## config.mk

```make
export PLATFORM = sky130hd
export DESIGN_NAME = rate_change_top
export DESIGN_NICKNAME = d
export VERILOG_FILES = /design/src/common/rate_change_pkg.sv /design/src/common/sample_stream_if.sv /design/src/rate_change_regs.sv /design/src/rate_change/header_fifo.sv /design/src/rate_change/rate_change_adapter.sv /design/src/boxcar_decimator.sv /design/src/packet_resizer.sv /design/src/rate_change_top.sv
export SDC_FILE = /design/constraint.sdc
export NUM_CORES = 1
export LEC_CHECK = 0
export CORE_MARGIN = 2
export CORE_UTILIZATION = 64
export CTS_CLUSTER_DIAMETER = 50
export CTS_CLUSTER_SIZE = 24
export DETAILED_ROUTE_END_ITERATION = 10
export DONT_BUFFER_PORTS = 1
export GPL_ROUTABILITY_DRIVEN = 0
export PLACE_DENSITY = 0.91
export SLEW_MARGIN = 20
export SYNTH_ARGS = -nofsm -noshare
export SYNTH_HDL_FRONTEND = slang
export SYNTH_SLANG_ARGS = --single-unit
```

## constraint.sdc

```tcl
create_clock -name clk -period 4.5 [get_ports clk]
set_clock_uncertainty 0.1 [all_clocks]
set_input_delay 0.9 -clock clk [delete_from_list [all_inputs] [get_ports clk]]
set_output_delay 0.9 -clock clk [all_outputs]
set_load 0.005 [all_outputs]
```

## src/common/rate_change_pkg.sv

```systemverilog
/* Shared types for the rate change subsystem. The header is a 64-bit stand-in for CHDR
   and only its eob, SID and length fields are rewritten on the way out */
`default_nettype none

package rate_change_pkg;

  localparam int HDR_W = 64;

  // Packet header carried on the tuser side channel
  typedef struct packed {
    logic [1:0]  pkt_type;
    logic        eob;       // Last packet of a burst
    logic [12:0] seqnum;
    logic [15:0] src_sid;
    logic [15:0] dst_sid;
    logic [15:0] length;    // Payload words in this packet
  } pkt_hdr_t;

  // Word addresses on the settings bus
  typedef enum logic [1:0] {
    ADDR_RATE     = 2'd0,
    ADDR_CONFIG   = 2'd1,
    ADDR_PKT_SIZE = 2'd2,
    ADDR_SID      = 2'd3
  } reg_addr_e;

  // Bit positions in the config register
  localparam int CFG_INJECT_ZEROS = 0;
  localparam int CFG_CLEAR_EOB    = 1;

  typedef enum logic {
    DEC_ACCUM,  // Collecting samples of a group
    DEC_EMIT    // Sum is waiting to be accepted
  } dec_state_e;

endpackage

`default_nettype wire

```

## src/common/sample_stream_if.sv

```systemverilog
/* Valid/ready sample stream. Data and flags must hold while tvalid is high
   and tready is low */
`timescale 1ns/1ns
`default_nettype none

interface sample_stream_if #(
  parameter int WIDTH = 16
) ();

  logic [WIDTH-1:0] tdata;
  logic             tlast;
  logic             teob;   // Marks the end of a burst, qualified by tlast
  logic             tvalid;
  logic             tready;

  modport src (output tdata, tlast, teob, tvalid, input tready);
  modport snk (input tdata, tlast, teob, tvalid, output tready);

endinterface

`default_nettype wire

```

## src/rate_change_regs.sv

```systemverilog
/* Wishbone classic settings slave, one-cycle ack. A packet size of 0 after reset
   stalls the datapath until software writes it */
`timescale 1ns/1ns
`default_nettype none

module rate_change_regs import rate_change_pkg::*; #(
  parameter int MAX_RATE     = 8,
  parameter int MAX_PKT_SIZE = 64
) (
  input  logic                              clk,
  input  logic                              i_arst_n,
  input  logic                              i_wb_cyc,
  input  logic                              i_wb_stb,
  input  logic                              i_wb_we,
  input  logic [1:0]                        i_wb_adr,
  input  logic [31:0]                       i_wb_dat,
  output logic [31:0]                       o_wb_dat,
  output logic                              o_wb_ack,
  output logic [$clog2(MAX_RATE+1)-1:0]     o_rate,
  output logic                              o_inject_zeros,
  output logic                              o_clear_eob_en,
  output logic [$clog2(MAX_PKT_SIZE+1)-1:0] o_pkt_size,
  output logic [15:0]                       o_src_sid,
  output logic [15:0]                       o_dst_sid
);

  localparam int RATE_W = $clog2(MAX_RATE + 1);
  localparam int SIZE_W = $clog2(MAX_PKT_SIZE + 1);

  logic        wb_req;
  reg_addr_e   addr;
  logic [1:0]  cfg_q;
  logic [31:0] sid_q;
  logic [31:0] rdata;

  assign wb_req = i_wb_cyc & i_wb_stb & ~o_wb_ack;  // Ack drops for a cycle between requests
  assign addr   = reg_addr_e'(i_wb_adr);

  assign o_inject_zeros = cfg_q[CFG_INJECT_ZEROS];
  assign o_clear_eob_en = cfg_q[CFG_CLEAR_EOB];
  assign o_src_sid      = sid_q[31:16];
  assign o_dst_sid      = sid_q[15:0];

  always_comb begin
    case (addr)
      ADDR_RATE:     rdata = 32'(o_rate);
      ADDR_CONFIG:   rdata = {30'd0, cfg_q};
      ADDR_PKT_SIZE: rdata = 32'(o_pkt_size);
      default:       rdata = sid_q;
    endcase
  end

  always_ff @(posedge clk or negedge i_arst_n) begin
    if (!i_arst_n) begin
      o_wb_ack   <= 1'b0;
      o_rate     <= RATE_W'(1);  // No rate change by default
      cfg_q      <= 2'b00;
      o_pkt_size <= '0;
      sid_q      <= '0;
    end else begin
      o_wb_ack <= wb_req;
      if (wb_req && i_wb_we) begin
        case (addr)
          ADDR_RATE:     o_rate     <= i_wb_dat[RATE_W-1:0];
          ADDR_CONFIG:   cfg_q      <= i_wb_dat[1:0];
          ADDR_PKT_SIZE: o_pkt_size <= i_wb_dat[SIZE_W-1:0];
          default:       sid_q      <= i_wb_dat;
        endcase
      end
    end
  end

  always_ff @(posedge clk) begin
    if (wb_req) o_wb_dat <= rdata;  // Old contents are returned when reading a written word
  end

  a_ack_single: assert property (@(posedge clk) disable iff (!i_arst_n)
    o_wb_ack |=> !o_wb_ack);

endmodule

`default_nettype wire

```

## src/rate_change/header_fifo.sv

```systemverilog
/* Header FIFO between the adapter input and the resizer. The writer must not
   push while full */
`timescale 1ns/1ns
`default_nettype none

module header_fifo import rate_change_pkg::*; #(
  parameter int HEADER_FIFO_DEPTH = 4
) (
  input  logic     clk,
  input  logic     i_arst_n,
  input  logic     i_clear,
  input  pkt_hdr_t i_hdr,
  input  logic     i_push,
  output logic     o_full,
  output pkt_hdr_t o_hdr,
  output logic     o_pop_ready,
  input  logic     i_pop
);

  localparam int PTR_W = (HEADER_FIFO_DEPTH > 1) ? $clog2(HEADER_FIFO_DEPTH) : 1;
  localparam logic [PTR_W-1:0] LAST_PTR = PTR_W'(HEADER_FIFO_DEPTH - 1);

  logic [HDR_W-1:0] mem [HEADER_FIFO_DEPTH];
  logic [PTR_W-1:0] wr_ptr;
  logic [PTR_W-1:0] rd_ptr;
  logic [PTR_W:0]   count;

  assign o_full      = (count == (PTR_W+1)'(HEADER_FIFO_DEPTH));
  assign o_pop_ready = (count != '0);
  assign o_hdr       = pkt_hdr_t'(mem[rd_ptr]);

  always_ff @(posedge clk) begin
    if (i_push) mem[wr_ptr] <= i_hdr;
  end

  always_ff @(posedge clk or negedge i_arst_n) begin
    if (!i_arst_n) begin
      wr_ptr <= '0;
      rd_ptr <= '0;
      count  <= '0;
    end else if (i_clear) begin
      wr_ptr <= '0;
      rd_ptr <= '0;
      count  <= '0;
    end else begin
      if (i_push) wr_ptr <= (wr_ptr == LAST_PTR) ? '0 : wr_ptr + 1'b1;
      if (i_pop)  rd_ptr <= (rd_ptr == LAST_PTR) ? '0 : rd_ptr + 1'b1;
      if (i_push && !i_pop)      count <= count + 1'b1;
      else if (i_pop && !i_push) count <= count - 1'b1;
    end
  end

  a_no_overflow:  assert property (@(posedge clk) disable iff (!i_arst_n) !(i_push && o_full));
  a_no_underflow: assert property (@(posedge clk) disable iff (!i_arst_n)
    !(i_pop && !o_pop_ready));

endmodule

`default_nettype wire

```

## src/rate_change/rate_change_adapter.sv

```systemverilog
/* Decimating side of the rate adapter. Bursts must hold a multiple of N packets
   unless zero injection is on, and input packets must be P samples long */
`timescale 1ns/1ns
`default_nettype none

module rate_change_adapter import rate_change_pkg::*; #(
  parameter int WIDTH             = 16,
  parameter int MAX_RATE          = 8,
  parameter int HEADER_FIFO_DEPTH = 4
) (
  input  logic                          clk,
  input  logic                          i_arst_n,
  input  logic                          i_clear,
  input  logic [$clog2(MAX_RATE+1)-1:0] i_rate,
  input  logic                          i_inject_zeros,
  input  logic                          i_clear_eob_en,
  input  logic [15:0]                   i_src_sid,
  input  logic [15:0]                   i_dst_sid,
  input  logic [WIDTH-1:0]              i_tdata,
  input  logic                          i_tlast,
  input  logic                          i_tvalid,
  output logic                          o_tready,
  input  pkt_hdr_t                      i_tuser,
  sample_stream_if.src                  to_user,
  sample_stream_if.snk                  from_user,
  output logic [WIDTH-1:0]              o_data,
  output logic                          o_last,
  output logic                          o_eob,
  output logic                          o_valid,
  input  logic                          i_ready,
  output pkt_hdr_t                      o_hdr,
  input  logic                          i_hdr_pop,
  output logic                          o_clear_eob
);

  localparam int RATE_W = $clog2(MAX_RATE + 1);

  logic              first_line;  // Next input word opens a packet
  logic [RATE_W-1:0] pkt_cnt;     // Packet index within the current group of N
  logic              inject;
  logic              need_push;
  logic              hdr_full;
  logic              hdr_avail;
  logic              hdr_stall;
  logic              in_xfer;
  logic              in_eob_xfer;
  logic              user_xfer;
  logic              user_eob_xfer;
  pkt_hdr_t          fifo_hdr;

  assign need_push   = first_line & (pkt_cnt == '0);
  assign hdr_stall   = need_push & hdr_full;  // Hold the group opener until the FIFO has room
  assign in_xfer     = i_tvalid & o_tready;
  assign in_eob_xfer = in_xfer & i_tlast & i_tuser.eob;

  // While injecting, zeros replace the input and the input is held off
  assign to_user.tdata  = inject ? '0 : i_tdata;
  assign to_user.tlast  = inject ? 1'b0 : i_tlast;
  assign to_user.teob   = inject ? 1'b0 : i_tuser.eob;
  assign to_user.tvalid = inject | (i_tvalid & ~o_clear_eob & ~hdr_stall);
  assign o_tready       = ~inject & to_user.tready & ~o_clear_eob & ~hdr_stall;

  // Output side only moves when a header is waiting for it
  assign from_user.tready = i_ready & hdr_avail & ~o_clear_eob;
  assign o_valid          = from_user.tvalid & hdr_avail & ~o_clear_eob;
  assign o_data           = from_user.tdata;
  assign o_last           = from_user.tlast;
  assign o_eob            = from_user.teob;
  assign user_xfer        = from_user.tvalid & from_user.tready;
  assign user_eob_xfer    = user_xfer & from_user.tlast & from_user.teob;

  always_comb begin
    o_hdr         = fifo_hdr;
    o_hdr.eob     = from_user.teob;
    o_hdr.src_sid = i_src_sid;
    o_hdr.dst_sid = i_dst_sid;
  end

  always_ff @(posedge clk or negedge i_arst_n) begin
    if (!i_arst_n) begin
      first_line  <= 1'b1;
      pkt_cnt     <= '0;
      inject      <= 1'b0;
      o_clear_eob <= 1'b0;
    end else if (i_clear) begin
      first_line  <= 1'b1;
      pkt_cnt     <= '0;
      inject      <= 1'b0;
      o_clear_eob <= 1'b0;
    end else begin
      if (in_xfer) first_line <= i_tlast;
      if (in_eob_xfer) begin
        pkt_cnt <= '0;  // Next burst opens a fresh group
        inject  <= i_inject_zeros;
      end else if (in_xfer && first_line) begin
        pkt_cnt <= (pkt_cnt + 1'b1 >= i_rate) ? '0 : pkt_cnt + 1'b1;
      end
      if (user_eob_xfer) inject <= 1'b0;  // Partial group has been flushed out
      o_clear_eob <= user_eob_xfer & i_clear_eob_en;
    end
  end

  header_fifo #(
    .HEADER_FIFO_DEPTH(HEADER_FIFO_DEPTH)
  ) u_header_fifo (
    .clk        (clk),
    .i_arst_n   (i_arst_n),
    .i_clear    (i_clear),
    .i_hdr      (i_tuser),
    .i_push     (in_xfer & need_push),
    .o_full     (hdr_full),
    .o_hdr      (fifo_hdr),
    .o_pop_ready(hdr_avail),
    .i_pop      (i_hdr_pop)
  );

  // A group's header is queued with its first sample, before any of its sums exist
  a_hdr_before_data: assert property (@(posedge clk) disable iff (!i_arst_n)
    from_user.tvalid |-> hdr_avail);
  // The resizer may only release a header on a word that left the user block
  a_pop_on_xfer: assert property (@(posedge clk) disable iff (!i_arst_n)
    i_hdr_pop |-> user_xfer);

endmodule

`default_nettype wire

```

## src/boxcar_decimator.sv

```systemverilog
/* Boxcar decimator, sums each group of i_rate samples and wraps at WIDTH bits.
   A rate of 0 behaves as 1 */
`timescale 1ns/1ns
`default_nettype none

module boxcar_decimator import rate_change_pkg::*; #(
  parameter int WIDTH    = 16,
  parameter int MAX_RATE = 8
) (
  input  logic                          clk,
  input  logic                          i_arst_n,
  input  logic                          i_clear,
  input  logic [$clog2(MAX_RATE+1)-1:0] i_rate,
  sample_stream_if.snk                  in,
  sample_stream_if.src                  out
);

  localparam int RATE_W = $clog2(MAX_RATE + 1);
  localparam int ACC_W  = WIDTH + $clog2(MAX_RATE);

  dec_state_e        state;
  logic [RATE_W-1:0] cnt;
  logic [ACC_W-1:0]  acc;
  logic              grp_eob;  // Some sample of this group closed a burst
  logic              in_xfer;

  assign in_xfer    = in.tvalid & in.tready;
  assign in.tready  = (state == DEC_ACCUM);  // No new samples while a sum is pending
  assign out.tvalid = (state == DEC_EMIT);
  assign out.tdata  = acc[WIDTH-1:0];
  assign out.tlast  = grp_eob;
  assign out.teob   = grp_eob;

  always_ff @(posedge clk or negedge i_arst_n) begin
    if (!i_arst_n) begin
      state   <= DEC_ACCUM;
      cnt     <= '0;
      acc     <= '0;
      grp_eob <= 1'b0;
    end else if (i_clear) begin
      state   <= DEC_ACCUM;
      cnt     <= '0;
      acc     <= '0;
      grp_eob <= 1'b0;
    end else begin
      case (state)
        DEC_ACCUM: begin
          if (in_xfer) begin
            acc     <= acc + ACC_W'(in.tdata);
            grp_eob <= grp_eob | (in.tlast & in.teob);
            if (cnt + 1'b1 >= i_rate) begin
              cnt   <= '0;
              state <= DEC_EMIT;
            end else begin
              cnt <= cnt + 1'b1;
            end
          end
        end
        default: begin
          if (out.tready) begin
            state   <= DEC_ACCUM;
            acc     <= '0;
            grp_eob <= 1'b0;
          end
        end
      endcase
    end
  end

  a_hold_output: assert property (@(posedge clk) disable iff (!i_arst_n || i_clear)
    out.tvalid && !out.tready |=> out.tvalid && $stable(out.tdata));

endmodule

`default_nettype wire

```

## src/packet_resizer.sv

```systemverilog
/* Cuts the decimated stream into packets of i_pkt_size words, shorter at end of burst.
   o_tuser length is only meaningful on the tlast word */
`timescale 1ns/1ns
`default_nettype none

module packet_resizer import rate_change_pkg::*; #(
  parameter int WIDTH        = 16,
  parameter int MAX_PKT_SIZE = 64
) (
  input  logic                              clk,
  input  logic                              i_arst_n,
  input  logic                              i_clear,
  input  logic [$clog2(MAX_PKT_SIZE+1)-1:0] i_pkt_size,
  input  logic [WIDTH-1:0]                  i_data,
  input  logic                              i_last,
  input  logic                              i_eob,
  input  logic                              i_valid,
  output logic                              o_ready,
  input  pkt_hdr_t                          i_hdr,
  output logic                              o_hdr_pop,
  output logic [WIDTH-1:0]                  o_tdata,
  output logic                              o_tlast,
  output logic                              o_tvalid,
  input  logic                              i_o_tready,
  output pkt_hdr_t                          o_tuser
);

  localparam int SIZE_W = $clog2(MAX_PKT_SIZE + 1);

  logic [SIZE_W-1:0] word_cnt;  // Position of the current word in its packet, from 1
  logic              size_ok;
  logic              xfer;

  assign size_ok   = (i_pkt_size != '0);  // An unprogrammed size holds the stream
  assign o_tdata   = i_data;
  assign o_tvalid  = i_valid & size_ok;
  assign o_ready   = i_o_tready & size_ok;
  assign o_tlast   = (word_cnt >= i_pkt_size) | (i_last & i_eob);
  assign xfer      = o_tvalid & i_o_tready;
  assign o_hdr_pop = xfer & o_tlast;

  always_comb begin
    o_tuser        = i_hdr;
    o_tuser.length = o_tlast ? 16'(word_cnt) : 16'(i_pkt_size);
  end

  always_ff @(posedge clk or negedge i_arst_n) begin
    if (!i_arst_n) begin
      word_cnt <= SIZE_W'(1);
    end else if (i_clear) begin
      word_cnt <= SIZE_W'(1);
    end else if (xfer) begin
      word_cnt <= o_tlast ? SIZE_W'(1) : word_cnt + 1'b1;
    end
  end

endmodule

`default_nettype wire

```

## src/rate_change_top.sv

```systemverilog
/* Decimating rate change subsystem with a Wishbone settings port. Program the
   packet size before sending data, it resets to 0 */
`timescale 1ns/1ns
`default_nettype none

module rate_change_top import rate_change_pkg::*; #(
  parameter int WIDTH             = 16,
  parameter int MAX_RATE          = 8,
  parameter int MAX_PKT_SIZE      = 64,
  parameter int HEADER_FIFO_DEPTH = 4
) (
  input  logic             clk,
  input  logic             i_arst_n,
  input  logic             i_clear,
  input  logic             i_wb_cyc,
  input  logic             i_wb_stb,
  input  logic             i_wb_we,
  input  logic [1:0]       i_wb_adr,
  input  logic [31:0]      i_wb_dat,
  output logic [31:0]      o_wb_dat,
  output logic             o_wb_ack,
  input  logic [WIDTH-1:0] i_tdata,
  input  logic             i_tlast,
  input  logic             i_tvalid,
  output logic             o_tready,
  input  pkt_hdr_t         i_tuser,
  output logic [WIDTH-1:0] o_tdata,
  output logic             o_tlast,
  output logic             o_tvalid,
  input  logic             i_o_tready,
  output pkt_hdr_t         o_tuser,
  output logic             o_clear_eob
);

  logic [$clog2(MAX_RATE+1)-1:0]     rate;
  logic [$clog2(MAX_PKT_SIZE+1)-1:0] pkt_size;
  logic                              inject_zeros;
  logic                              clear_eob_en;
  logic [15:0]                       src_sid;
  logic [15:0]                       dst_sid;
  logic [WIDTH-1:0]                  rs_data;  // Adapter to resizer
  logic                              rs_last;
  logic                              rs_eob;
  logic                              rs_valid;
  logic                              rs_ready;
  logic                              hdr_pop;
  pkt_hdr_t                          rs_hdr;

  sample_stream_if #(.WIDTH(WIDTH)) to_user ();
  sample_stream_if #(.WIDTH(WIDTH)) from_user ();

  rate_change_regs #(.MAX_RATE(MAX_RATE), .MAX_PKT_SIZE(MAX_PKT_SIZE)) u_regs (
    .clk(clk), .i_arst_n(i_arst_n),
    .i_wb_cyc(i_wb_cyc), .i_wb_stb(i_wb_stb), .i_wb_we(i_wb_we),
    .i_wb_adr(i_wb_adr), .i_wb_dat(i_wb_dat), .o_wb_dat(o_wb_dat), .o_wb_ack(o_wb_ack),
    .o_rate(rate), .o_inject_zeros(inject_zeros), .o_clear_eob_en(clear_eob_en),
    .o_pkt_size(pkt_size), .o_src_sid(src_sid), .o_dst_sid(dst_sid)
  );

  rate_change_adapter #(
    .WIDTH(WIDTH), .MAX_RATE(MAX_RATE), .HEADER_FIFO_DEPTH(HEADER_FIFO_DEPTH)
  ) u_adapter (
    .clk(clk), .i_arst_n(i_arst_n), .i_clear(i_clear), .i_rate(rate),
    .i_inject_zeros(inject_zeros), .i_clear_eob_en(clear_eob_en),
    .i_src_sid(src_sid), .i_dst_sid(dst_sid),
    .i_tdata(i_tdata), .i_tlast(i_tlast), .i_tvalid(i_tvalid), .o_tready(o_tready),
    .i_tuser(i_tuser), .to_user(to_user.src), .from_user(from_user.snk),
    .o_data(rs_data), .o_last(rs_last), .o_eob(rs_eob), .o_valid(rs_valid),
    .i_ready(rs_ready), .o_hdr(rs_hdr), .i_hdr_pop(hdr_pop), .o_clear_eob(o_clear_eob)
  );

  boxcar_decimator #(.WIDTH(WIDTH), .MAX_RATE(MAX_RATE)) u_decimator (
    .clk(clk), .i_arst_n(i_arst_n), .i_clear(i_clear), .i_rate(rate),
    .in(to_user.snk), .out(from_user.src)
  );

  packet_resizer #(.WIDTH(WIDTH), .MAX_PKT_SIZE(MAX_PKT_SIZE)) u_resizer (
    .clk(clk), .i_arst_n(i_arst_n), .i_clear(i_clear), .i_pkt_size(pkt_size),
    .i_data(rs_data), .i_last(rs_last), .i_eob(rs_eob), .i_valid(rs_valid),
    .o_ready(rs_ready), .i_hdr(rs_hdr), .o_hdr_pop(hdr_pop),
    .o_tdata(o_tdata), .o_tlast(o_tlast), .o_tvalid(o_tvalid),
    .i_o_tready(i_o_tready), .o_tuser(o_tuser)
  );

endmodule

`default_nettype wire

```

==> results of run 1 <==
[routing by layer]
layer  wire length [um]  global-route usage
met1               6960               0.319
met2               9760               0.460
met3               1640              0.0898
met4                569               0.115
met5                  0                   0
[path summary, 6_finish.rpt]
check                                       from  depth (start not counted)  slack [ns]                    end
max in group asynchronous               i_arst_n                          0        4.01  u_resizer.word_cnt[0]
setup / recovery           u_resizer.word_cnt[0]                          7        0.65             o_tuser[3]
setup reg to reg                u_adapter.inject                         10        1.24    u_decimator.acc[12]
hold / removal                          i_arst_n                          0        0.06    u_decimator.acc[11]
hold reg to reg             u_adapter.first_line                          2        0.40   u_adapter.first_line
min in group clk            u_adapter.first_line                          2        0.40   u_adapter.first_line
[worst register-to-register path: stages (launching register included)]
cell       delay (ns)
dfrtp_1          0.65
nor2b_1          0.23
ha_1             0.19
inv_1            0.06
fa_1             0.40
nor2b_1          0.13
o21ai_0          0.13
a21o_1           0.26
a2111oi_0        0.51
o21ai_0          0.18
a32o_1           0.28
[logic make-up after synthesis]
family                     count (synthesis)  share of synthesized area
AOI/OAI and AO/OA                        111                     0.0861
xor gates and xnor gates                  18                     0.0185
adders and majority gates                 40                     0.0603
buffers and inverters                     60                     0.0334
DFF                                      181                      0.585
muxes                                     59                     0.0994
other                                      1                   0.000439
and+or+nand+nor                          183                      0.117
[report_power, final]
part	leakage, nW	switching (mW)	internal [mW]
sequential	1.99	0.215	2.00
clock	0.281	0.685	0.790
combinational	1.52	0.507	0.414
[layout make-up]
type / count / area, sq um / area share
flip-flops and latches: 181 / 4990 / 0.542
multi-input cells: 420 / 3300 / 0.359
clock buffers: 18 / 429 / 0.0466
well taps: 176 / 220 / 0.0239
clock inverters: 14 / 156 / 0.0170
inverters: 22 / 82.6 / 0.00897
repair buffers: 3 / 22.5 / 0.00245
[sequential cells by signal, indices dropped and copies added (netlist names)]
| register | cells |
|---|---|
| u_regs.o_wb_ack | 1 |
| u_adapter.first_line | 1 |
| u_regs.sid_q | 32 |
| u_adapter.u_header_fifo.wr_ptr | 2 |
| u_decimator.out.teob | 1 |
| u_adapter.inject | 1 |
| u_regs.o_rate | 4 |
| u_regs.o_pkt_size | 7 |
| u_adapter.u_header_fifo.count | 3 |
| u_decimator.out.tvalid | 1 |
| u_adapter.o_clear_eob | 1 |
| u_resizer.word_cnt | 7 |
| u_adapter.u_header_fifo.rd_ptr | 2 |
| u_decimator.acc | 16 |
| u_adapter.u_header_fifo.mem | 60 |
| u_regs.o_wb_dat | 32 |
| u_adapter.pkt_cnt | 4 |
| u_decimator.cnt | 4 |
| u_regs.cfg_q | 2 |
[cell usage after synthesis, drive strengths merged (2+ instances only)]
library cell  instances  area share
nand3b                5      0.0044
mux2i                 5      0.0059
nand4b                2      0.0021
fa                    2      0.0047
a2111oi               2      0.0028
nor3                  7      0.0054
a211o                 2      0.0021
a22o                 11       0.011
and4b                 2      0.0023
o21a                  4      0.0035
inv                  22      0.0097
edfxtp               92        0.32
nand2b                5      0.0037
a211oi                2      0.0018
clkbuf               23       0.011
ha                   38       0.056
and2                  9      0.0072
a22oi                 2      0.0018
nand2                44       0.019
o21ai                35       0.021
or3                   6      0.0044
nand3                12      0.0070
nor2                 28       0.012
mux4                 17       0.045
a31oi                 2      0.0015
xnor2                10       0.010
buf                  15       0.012
nor2b                23       0.017
a21oi                25       0.015
xor2                  8      0.0082
a32o                  4      0.0047
and3                 28       0.021
a21o                 11      0.0097
nor3b                 5      0.0050
mux2                 37       0.049
a21boi                2      0.0018
o31ai                 3      0.0026
dfrtp                86        0.25
dfstp                 3      0.0092
[per-stage QoR]
stage	instance area, sq um	util	cells	hold WS, ns
floorplan	8570	-	661	0.369
global placement	8620	0.656	802	0.381
detailed placement	8620	0.656	802	0.392
CTS	9200	0.701	834	0.0470
global route	9210	0.701	834	0.0446
finish	9210	0.701	834	0.0635
==> impl_metrics.csv, run 1 <==
group,metric,value,unit
timing,finalMaxSlewViolations,0,
global_route,antenna_found_initial,0,
floorplan,fp.dieArea,0.0143,sq mm
global_route,track_usage,0.272,
cts,worstSkewPairLatency,0.43,ns
cts,cts_hold_buf,0,
pwr,ir_drop,0.308,mV
finish,layout_common_cells,"edfxtp_1 (92), dfrtp_1 (86), nand2_1 (44)",
synth,synth-async-reset-ratio,0.492,
floorplan,core,0.0131,sq mm
synth,synth_cell_types,62,
worst_setup_path,cpMaxStageDelayCell,"dfstp_2",
global_route,grt_overflow,0,
finish,final_common_cell,"edfxtp_1",
routing,drtIter0Drc,403,
synth,yosys_warnings,0,
worst_setup_path,required,3.50,ns
timing,setup_ws,0.650,ns
finish,antenna_cells,0,
timing,finalSetupTns,0,ns
worst_setup_path,worstPathMaxFanout,26,
global_route,grt_max_degree,90,
finish,area_growth,7.76,%
outcome,outcome,"finished clean",
routing,ant_nets,0,
worst_setup_path,critPathCaptureType,"output port",
cts,cts_setup_buffers,0,
routing,avgViaCountPerCell,6.57,
worst_setup_path,start_kind,"flop",
cts,clk_path_buf_depth,2,
timing,fin_crit_sh,0.855,
worst_setup_path,arrival,2.85,ns
timing,rsz0062_at_grt,"false",
worst_setup_path,cpPeakStageDelay,0.58,ns
job,maxCapViolations,0,
synth,dominantRegCellSynth,"edfxtp_1",
synth,synth_edf_count,92,
synth,ys_seq_area_frac,0.585,
timing,final_hold_viol_count,0,
timing,max_slew_margin,0.313,
floorplan,rows,42,
global_route,grt_pass1_vias,5628,
cts,cts_resized,0,
worst_setup_path,crit_buf_inv,1,
pwr,p_total,4.61,mW
timing,timing.fmax,260,MHz
hold_path,min_path_type,"input pin to asynchronous set/reset pin",
finish,layout.nets,808,
floorplan,fp.dieH,120,um
synth,avgSynthCellArea,13.1,sq um
cts,h-tree-depth,4,
floorplan,ioPinCount,240,
worst_setup_path,worst_path_most_repeated_cell,"o21ai_0",
worst_setup_path,critical-path-top-delay-family,"compound AO/OA/AOI/OAI gates",
routing,totalWireLength,18900,um
synth,netlist_instances,653,
floorplan,initial_core_util,0.650,
place,port-buffer-count,0,
global_route,grt_pass1_wl,29800,um
routing,num_vias,5476,
cts,root_buffer,"clkbuf_16",
worst_setup_path,critPathKind,"flop to output port",
pwr,power_leakage,3.80,nW
timing,fin_crit,3.85,ns
routing,drtPass1Iterations,5,
cts,clk_pin_slew_worst_paths,0.07,ns
finish,drive_gt1_frac,0.164,
synth,syn_area,0.00854,sq mm
place,hpwl,12500,um
floorplan,die_x,120,um
place,post-place-ws,1.17,ns
timing,worst_pin_slew,1.03,ns
routing,wire_per_inst,22.7,um
cts,cts_sinks,181,
timing,finalSetupViolCount,0,
finish,n_fill_cell,783,
cts,cts_inserted_buffers,17,
synth,ys_ff_latch,181,
cts,cts_tree,"done",
worst_setup_path,timing.critical_path.cells,"inv_1 > ha_1 > nand2b_1 > a31oi_1 > o21ai_0 > a31o_2 > o21ai_0",
pwr,cellPowerDensity,501,mW/mm^2
routing,drc,0,
Power figures use the tool's default switching activity.
==> run 2: changes to the inputs <==
--- a/config.mk
+++ b/config.mk
@@ -13,7 +13,7 @@
 export DONT_BUFFER_PORTS = 1
 export GPL_ROUTABILITY_DRIVEN = 0
 export PLACE_DENSITY = 0.91
-export SLEW_MARGIN = 20
+export SLEW_MARGIN = 10
 export SYNTH_ARGS = -nofsm -noshare
 export SYNTH_HDL_FRONTEND = slang
 export SYNTH_SLANG_ARGS = --single-unit
==> constraint.sdc (replaced) <==
create_clock -name clk -period 3.9 [get_ports clk]
set_clock_uncertainty 0.1 [all_clocks]
set_input_delay 0.78 -clock clk [delete_from_list [all_inputs] [get_ports clk]]
set_output_delay 0.78 -clock clk [all_outputs]
set_load 0.005 [all_outputs]
==> impl_metrics.csv, run 2 (synthesized netlist as in run 1, its figures left out) <==
group,metric,value,unit
global_route,grt_overflow,0,
pwr,p_int,3.71,mW
place,placed_area,0.00863,sq mm
pwr,power_switching,1.59,mW
timing,fin_crit,3.76,ns
routing,drtIter0Drc,451,
finish,stdcell_count,836,
pwr,cellPowerDensity,575,mW/mm^2
cts,h-tree-depth,4,
cts,clk_pin_slew_worst_paths,0.07,ns
timing,finalSetupViolCount,0,
finish,n_fill_cell,782,
cts,cts_resized,0,
floorplan,rows,42,
routing,drc,0,
worst_setup_path,required,3.02,ns
routing,drtPass1Iterations,7,
finish,final_area,0.00922,sq mm
global_route,grt_pass1_vias,5655,
pwr,combPwrFrac,0.204,
finish,antenna_cells,0,
worst_setup_path,critPathCaptureType,"output port",
worst_setup_path,cpPeakStageDelay,0.57,ns
global_route,grt_max_degree,87,
timing,finalSetupTns,0,ns
routing,ant_nets,0,
global_route,track_usage,0.288,
floorplan,initial_core_util,0.650,
worst_setup_path,critPathKind,"flop to output port",
worst_setup_path,worstPathMaxFanout,26,
floorplan,fp.dieH,120,um
job,maxCapViolations,0,
global_route,busiest_layer,"met2",
floorplan,fp.dieArea,0.0143,sq mm
finish,largest_register_ffs,60,
finish,regMostFlops,"u_adapter.u_header_fifo.mem",
timing,worst_pin_slew,1.04,ns
worst_setup_path,critical-path-top-delay-family,"compound AO/OA/AOI/OAI gates",
global_route,use_met2,0.500,
worst_setup_path,crit_buf_inv,1,
worst_setup_path,ff2ff_setup_slack,0.65,ns
global_route,grt_pass1_wl,31000,um
timing,max_slew_margin,0.307,
pwr,sequentialPowerShare,0.484,
global_route,grtUsageMet1,0.324,
cts,cts_sinks,181,
finish,layout.nets,810,
finish,top_regs,"u_adapter.u_header_fifo.mem (60), u_regs.o_wb_dat (32), u_regs.sid_q (32)",
pwr,switching_share,0.300,
worst_setup_path,arrival,2.88,ns
place,port-buffer-count,0,
hold_path,min_path_type,"input pin to asynchronous set/reset pin",
timing,timing.fmax,266,MHz
worst_setup_path,cpMaxStageDelayCell,"dfstp_2",
cts,clk_path_buf_depth,2,
floorplan,die_x,120,um
floorplan,core,0.0131,sq mm
outcome,outcome,"finished clean",
place,dp.cells,803,
timing,final_hold_viol_count,0,
cts,worstSkewPairLatency,0.43,ns
pwr,ir_drop,0.320,mV
finish,drive_gt1_frac,0.161,
timing,finalMaxSlewViolations,0,
pwr,pwr-share-clk,0.312,
cts,cts_tree,"done",
floorplan,ioPinCount,240,
timing,rsz0062_at_grt,"false",
finish,layout_common_cells,"edfxtp_1 (92), dfrtp_1 (86), nand2_1 (44)",
routing,totalWireLength,19800,um
cts,root_buffer,"clkbuf_16",
routing,wire_per_inst,23.7,um
routing,num_vias,5434,
cts,cts_inserted_buffers,17,
global_route,use_met3,0.0936,
finish,area_growth,7.88,%
place,hpwl,12700,um
worst_setup_path,start_kind,"flop",
routing,avgViaCountPerCell,6.50,
finish,final_common_cell,"edfxtp_1",
global_route,antenna_found_initial,0,
worst_setup_path,timing.critical_path.cells,"inv_1 > ha_1 > nand2b_1 > a31oi_1 > o21ai_0 > a31o_2 > mux2_2",
pwr,p_total,5.30,mW
pwr,power_leakage,3.80,nW
timing,fin_crit_sh,0.963,
[run 2: changes by cell type in the layout (fill, tap and decap cells not counted), sizes merged]
cell / before / now
buf: 3 / 5
clkbuf: 18 / 21
clkinv: 2 / 5
clkinvlp: 2 / 3
inv: 31 / 24
[run 2: timing repair]
action,4_1_cts,5_1_grt
hold buffers,1,0
endpoints found under the hold margin,86,0
setup buffers,0,0
[run 2: cell type report]
cell class | instances | area [sq um] | area share
repair buffers | 5 | 57.6 | 0.00624
well taps | 176 | 220 | 0.0239
clock buffers | 21 | 462 | 0.0501
flip-flops and latches | 181 | 4990 | 0.542
inverters | 22 | 82.6 | 0.00896
multi-input cells | 420 | 3300 | 0.358
clock inverters | 11 | 101 | 0.0110
[run 2: final timing paths]
check | depth (start not counted) | to | start
setup / recovery | 7 | o_tuser[0] | u_resizer.word_cnt[0]
hold reg to reg | 2 | u_adapter.first_line | u_adapter.first_line
setup reg to reg | 10 | u_decimator.acc[12] | u_adapter.inject
max in group asynchronous | 1 | u_adapter.pkt_cnt[1] | i_arst_n
hold / removal | 0 | u_regs.o_rate[0] | i_arst_n
min in group clk | 1 | u_decimator.cnt[2] | i_clear
[run 2: stage by stage]
stage,setup slack (ns),utilization,hold slack (ns)
floorplan,0.105,-,0.369
global placement,0.764,0.657,0.381
detailed placement,0.661,0.657,0.386
CTS,0.174,0.702,0.0768
global route,0.0743,0.702,0.0697
finish,0.144,0.702,0.0904
[run 2: layer usage]
layer | share of wire | vias up
li1 | - | 2368
met1 | 0.34 | 2676
met2 | 0.53 | 334
met3 | 0.098 | 56
met4 | 0.032 | 0
met5 | 0 | -
[run 2: power by group through the flow]
| stage | registers (mW) | clock network (mW) | logic [mW] |
|---|---|---|---|
| final | 2.56 | 1.65 | 1.08 |
| after detailed placement | 2.59 | 0 | 1.02 |
| after floorplan | 2.50 | 0 | 0.847 |
| after global placement | 2.56 | 0 | 0.949 |
| after global routing | 2.59 | 1.74 | 1.19 |
| after CTS | 2.56 | 1.66 | 1.07 |
==> run 3: changes to the inputs <==
--- a/config.mk
+++ b/config.mk
@@ -5,14 +5,15 @@
 export SDC_FILE = /design/constraint.sdc
 export NUM_CORES = 1
 export LEC_CHECK = 0
+export BUFFER_PORTS_ARGS = -buffer_cell sky130_fd_sc_hd__buf_2
 export CORE_MARGIN = 2
-export CORE_UTILIZATION = 64
+export CORE_UTILIZATION = 53
 export CTS_CLUSTER_DIAMETER = 50
 export CTS_CLUSTER_SIZE = 24
 export DETAILED_ROUTE_END_ITERATION = 10
-export DONT_BUFFER_PORTS = 1
 export GPL_ROUTABILITY_DRIVEN = 0
-export PLACE_DENSITY = 0.91
+export PLACE_DENSITY = 0.92
+export RECOVER_POWER = 50
 export SLEW_MARGIN = 10
 export SYNTH_ARGS = -nofsm -noshare
 export SYNTH_HDL_FRONTEND = slang
==> impl_metrics.csv, run 3 (synthesized netlist as in run 1, its figures left out) <==
group,metric,value,unit
cts,worstSkewPairLatency,0.43,ns
worst_setup_path,ff2ff_setup_slack,0.75,ns
job,maxCapViolations,3,
finish,largest_register_ffs,60,
worst_setup_path,critPathKind,"flop to output port",
timing,setup_ws,0.315,ns
routing,wire_per_inst,17.1,um
finish,area_growth,18.8,%
worst_setup_path,timing.critical_path.cells,"inv_1 > ha_1 > nand2b_1 > a31oi_1 > o21ai_0 > a31o_2 > mux2_2 > buf_2",
hold_path,min_path_type,"flop to flop",
finish,top_regs,"u_adapter.u_header_fifo.mem (60), u_regs.o_wb_dat (32), u_regs.sid_q (32)",
worst_setup_path,rr_startpoint,"u_adapter.inject",
floorplan,initial_core_util,0.540,
routing,drtPass1Iterations,5,
timing,max_slew_margin,-0.261,
cts,cts_setup_buffers,0,
outcome,violations,"capacitance limit, slew limit",
timing,final_hold_viol_count,0,
global_route,grt_overflow,0,
global_route,grt_pass1_vias,5739,
floorplan,fp.dieArea,0.0172,sq mm
timing,fin_crit,3.58,ns
finish,final_common_cell,"buf_2",
pwr,ir_drop,0.310,mV
cts,cts_resized,0,
cts,root_buffer,"clkbuf_16",
cts,cts_inserted_buffers,17,
finish,layout_common_cells,"buf_2 (153), edfxtp_1 (92), dfrtp_1 (86)",
routing,num_vias,5803,
cts,clk_path_buf_depth,2,
routing,drc,0,
timing,finalSetupTns,0,ns
cts,cts_hold_buf,0,
worst_setup_path,cpPeakStageDelay,0.57,ns
pwr,power_leakage,4.50,nW
timing,timing.fmax,279,MHz
worst_setup_path,worstPathMaxFanout,26,
finish,layout.nets,994,
worst_setup_path,reg2reg_depth,10,
place,hpwl,12400,um
worst_setup_path,critPathCaptureType,"output port",
finish,drive_gt1_frac,0.309,
routing,avgViaCountPerCell,5.47,
cts,cts_sinks,181,
floorplan,die_x,131,um
timing,finalSetupViolCount,0,
timing,worst_pin_slew,1.89,ns
routing,ant_nets,0,
place,post-place-ws,0.686,ns
worst_setup_path,start_kind,"flop",
floorplan,ioPinCount,240,
finish,n_fill_cell,1141,
global_route,track_usage,0.218,
finish,antenna_cells,0,
pwr,cellPowerDensity,544,mW/mm^2
worst_setup_path,required,3.02,ns
worst_setup_path,arrival,2.70,ns
global_route,grt_max_degree,74,
cts,clk_pin_slew_worst_paths,0.07,ns
floorplan,fp.dieH,131,um
place,port-buffer-count,182,
cts,cts_tree,"done",
timing,rsz0062_at_grt,"false",
hold_path,min_to,"u_adapter.first_line",
routing,totalWireLength,18200,um
cts,h-tree-depth,4,
worst_setup_path,cpMaxStageDelayCell,"dfstp_2",
routing,drtIter0Drc,409,
hold_path,worstHoldPathCells,2,
global_route,grt_pass1_wl,28500,um
hold_path,hold_path.startpoint,"u_adapter.first_line",
outcome,outcome,"finished with violations",
floorplan,core,0.0158,sq mm
timing,fin_crit_sh,0.919,
worst_setup_path,reg2reg_to,"u_decimator.acc[12]",
floorplan,rows,46,
timing,finalMaxSlewViolations,148,
finish,regMostFlops,"u_adapter.u_header_fifo.mem",
global_route,antenna_found_initial,1,
[run 3: cell types whose count changed in the layout (fill, tap and decap cells not counted), sizes merged]
cell,before,now
buf,5,156
clkinvlp,3,0
inv,24,34
clkbuf,21,50
clkinv,5,2
[run 3: worst max-delay path by stage]
stage / from / cells after the start / slack, ns / endpoint
CTS: u_resizer.word_cnt[0] / 8 / 0.31 / o_tuser[0]
finish: u_resizer.word_cnt[0] / 8 / 0.32 / o_tuser[0]
global placement: i_tdata[0] / 11 / 0.72 / u_decimator.acc[12]
detailed placement: i_tdata[0] / 11 / 0.69 / u_decimator.acc[12]
floorplan: i_wb_cyc / 6 / 0.10 / u_regs.sid_q[10]
global route: u_resizer.word_cnt[0] / 8 / 0.18 / o_tuser[0]
[run 3: worst max-delay path, delay by kind of cell (launching register included)]
kind / cells / cell delay [ns]
muxes: 1 / 0.38
DFF: 1 / 0.57
AOI/OAI and AO/OA: 3 / 0.76
buffers and inverters: 2 / 0.21
adders and majority gates: 1 / 0.26
and+or+nand+nor: 1 / 0.09
[run 3: power breakdown]
part	total (mW)	leakage, nW	internal (mW)	switching (mW)
clock network	1.72	0.298	0.922	0.797
logic	1.31	2.21	0.622	0.684
registers	2.50	1.99	2.31	0.193
total	5.52	4.50	3.85	1.67
[run 3: through the flow]
step                      cells  hold WS (ns)  cell area, sq um  utilization  power, mW
after floorplan             661         0.369              8570            -       3.34
after detailed placement   1028         0.397              9610        0.607       3.84
final                      1060         0.405             10200        0.642       5.52
after global placement     1028         0.388              9610        0.607       3.77
after CTS                  1060         0.410             10200        0.645       5.56
after global routing       1060         0.445             10200        0.642       5.82
[run 3: layout make-up]
type / instances / area [sq um] / area share
flip-flops and latches: 181 / 4990 / 0.492
multi-input cells: 420 / 3300 / 0.325
repair buffers: 189 / 913 / 0.0900
clock buffers: 17 / 425 / 0.0419
well taps: 216 / 270 / 0.0266
clock inverters: 15 / 171 / 0.0169
inverters: 22 / 82.6 / 0.00813
[run 3: metal layers]
| metal | share of wire | GRT usage | up-vias |
|---|---|---|---|
| li1 | - | - | 2737 |
| met1 | 0.42 | 0.278 | 2835 |
| met2 | 0.50 | 0.363 | 207 |
| met3 | 0.069 | 0.0647 | 22 |
| met4 | 0.014 | 0.0620 | 2 |
| met5 | 0.00061 | 0 | - |
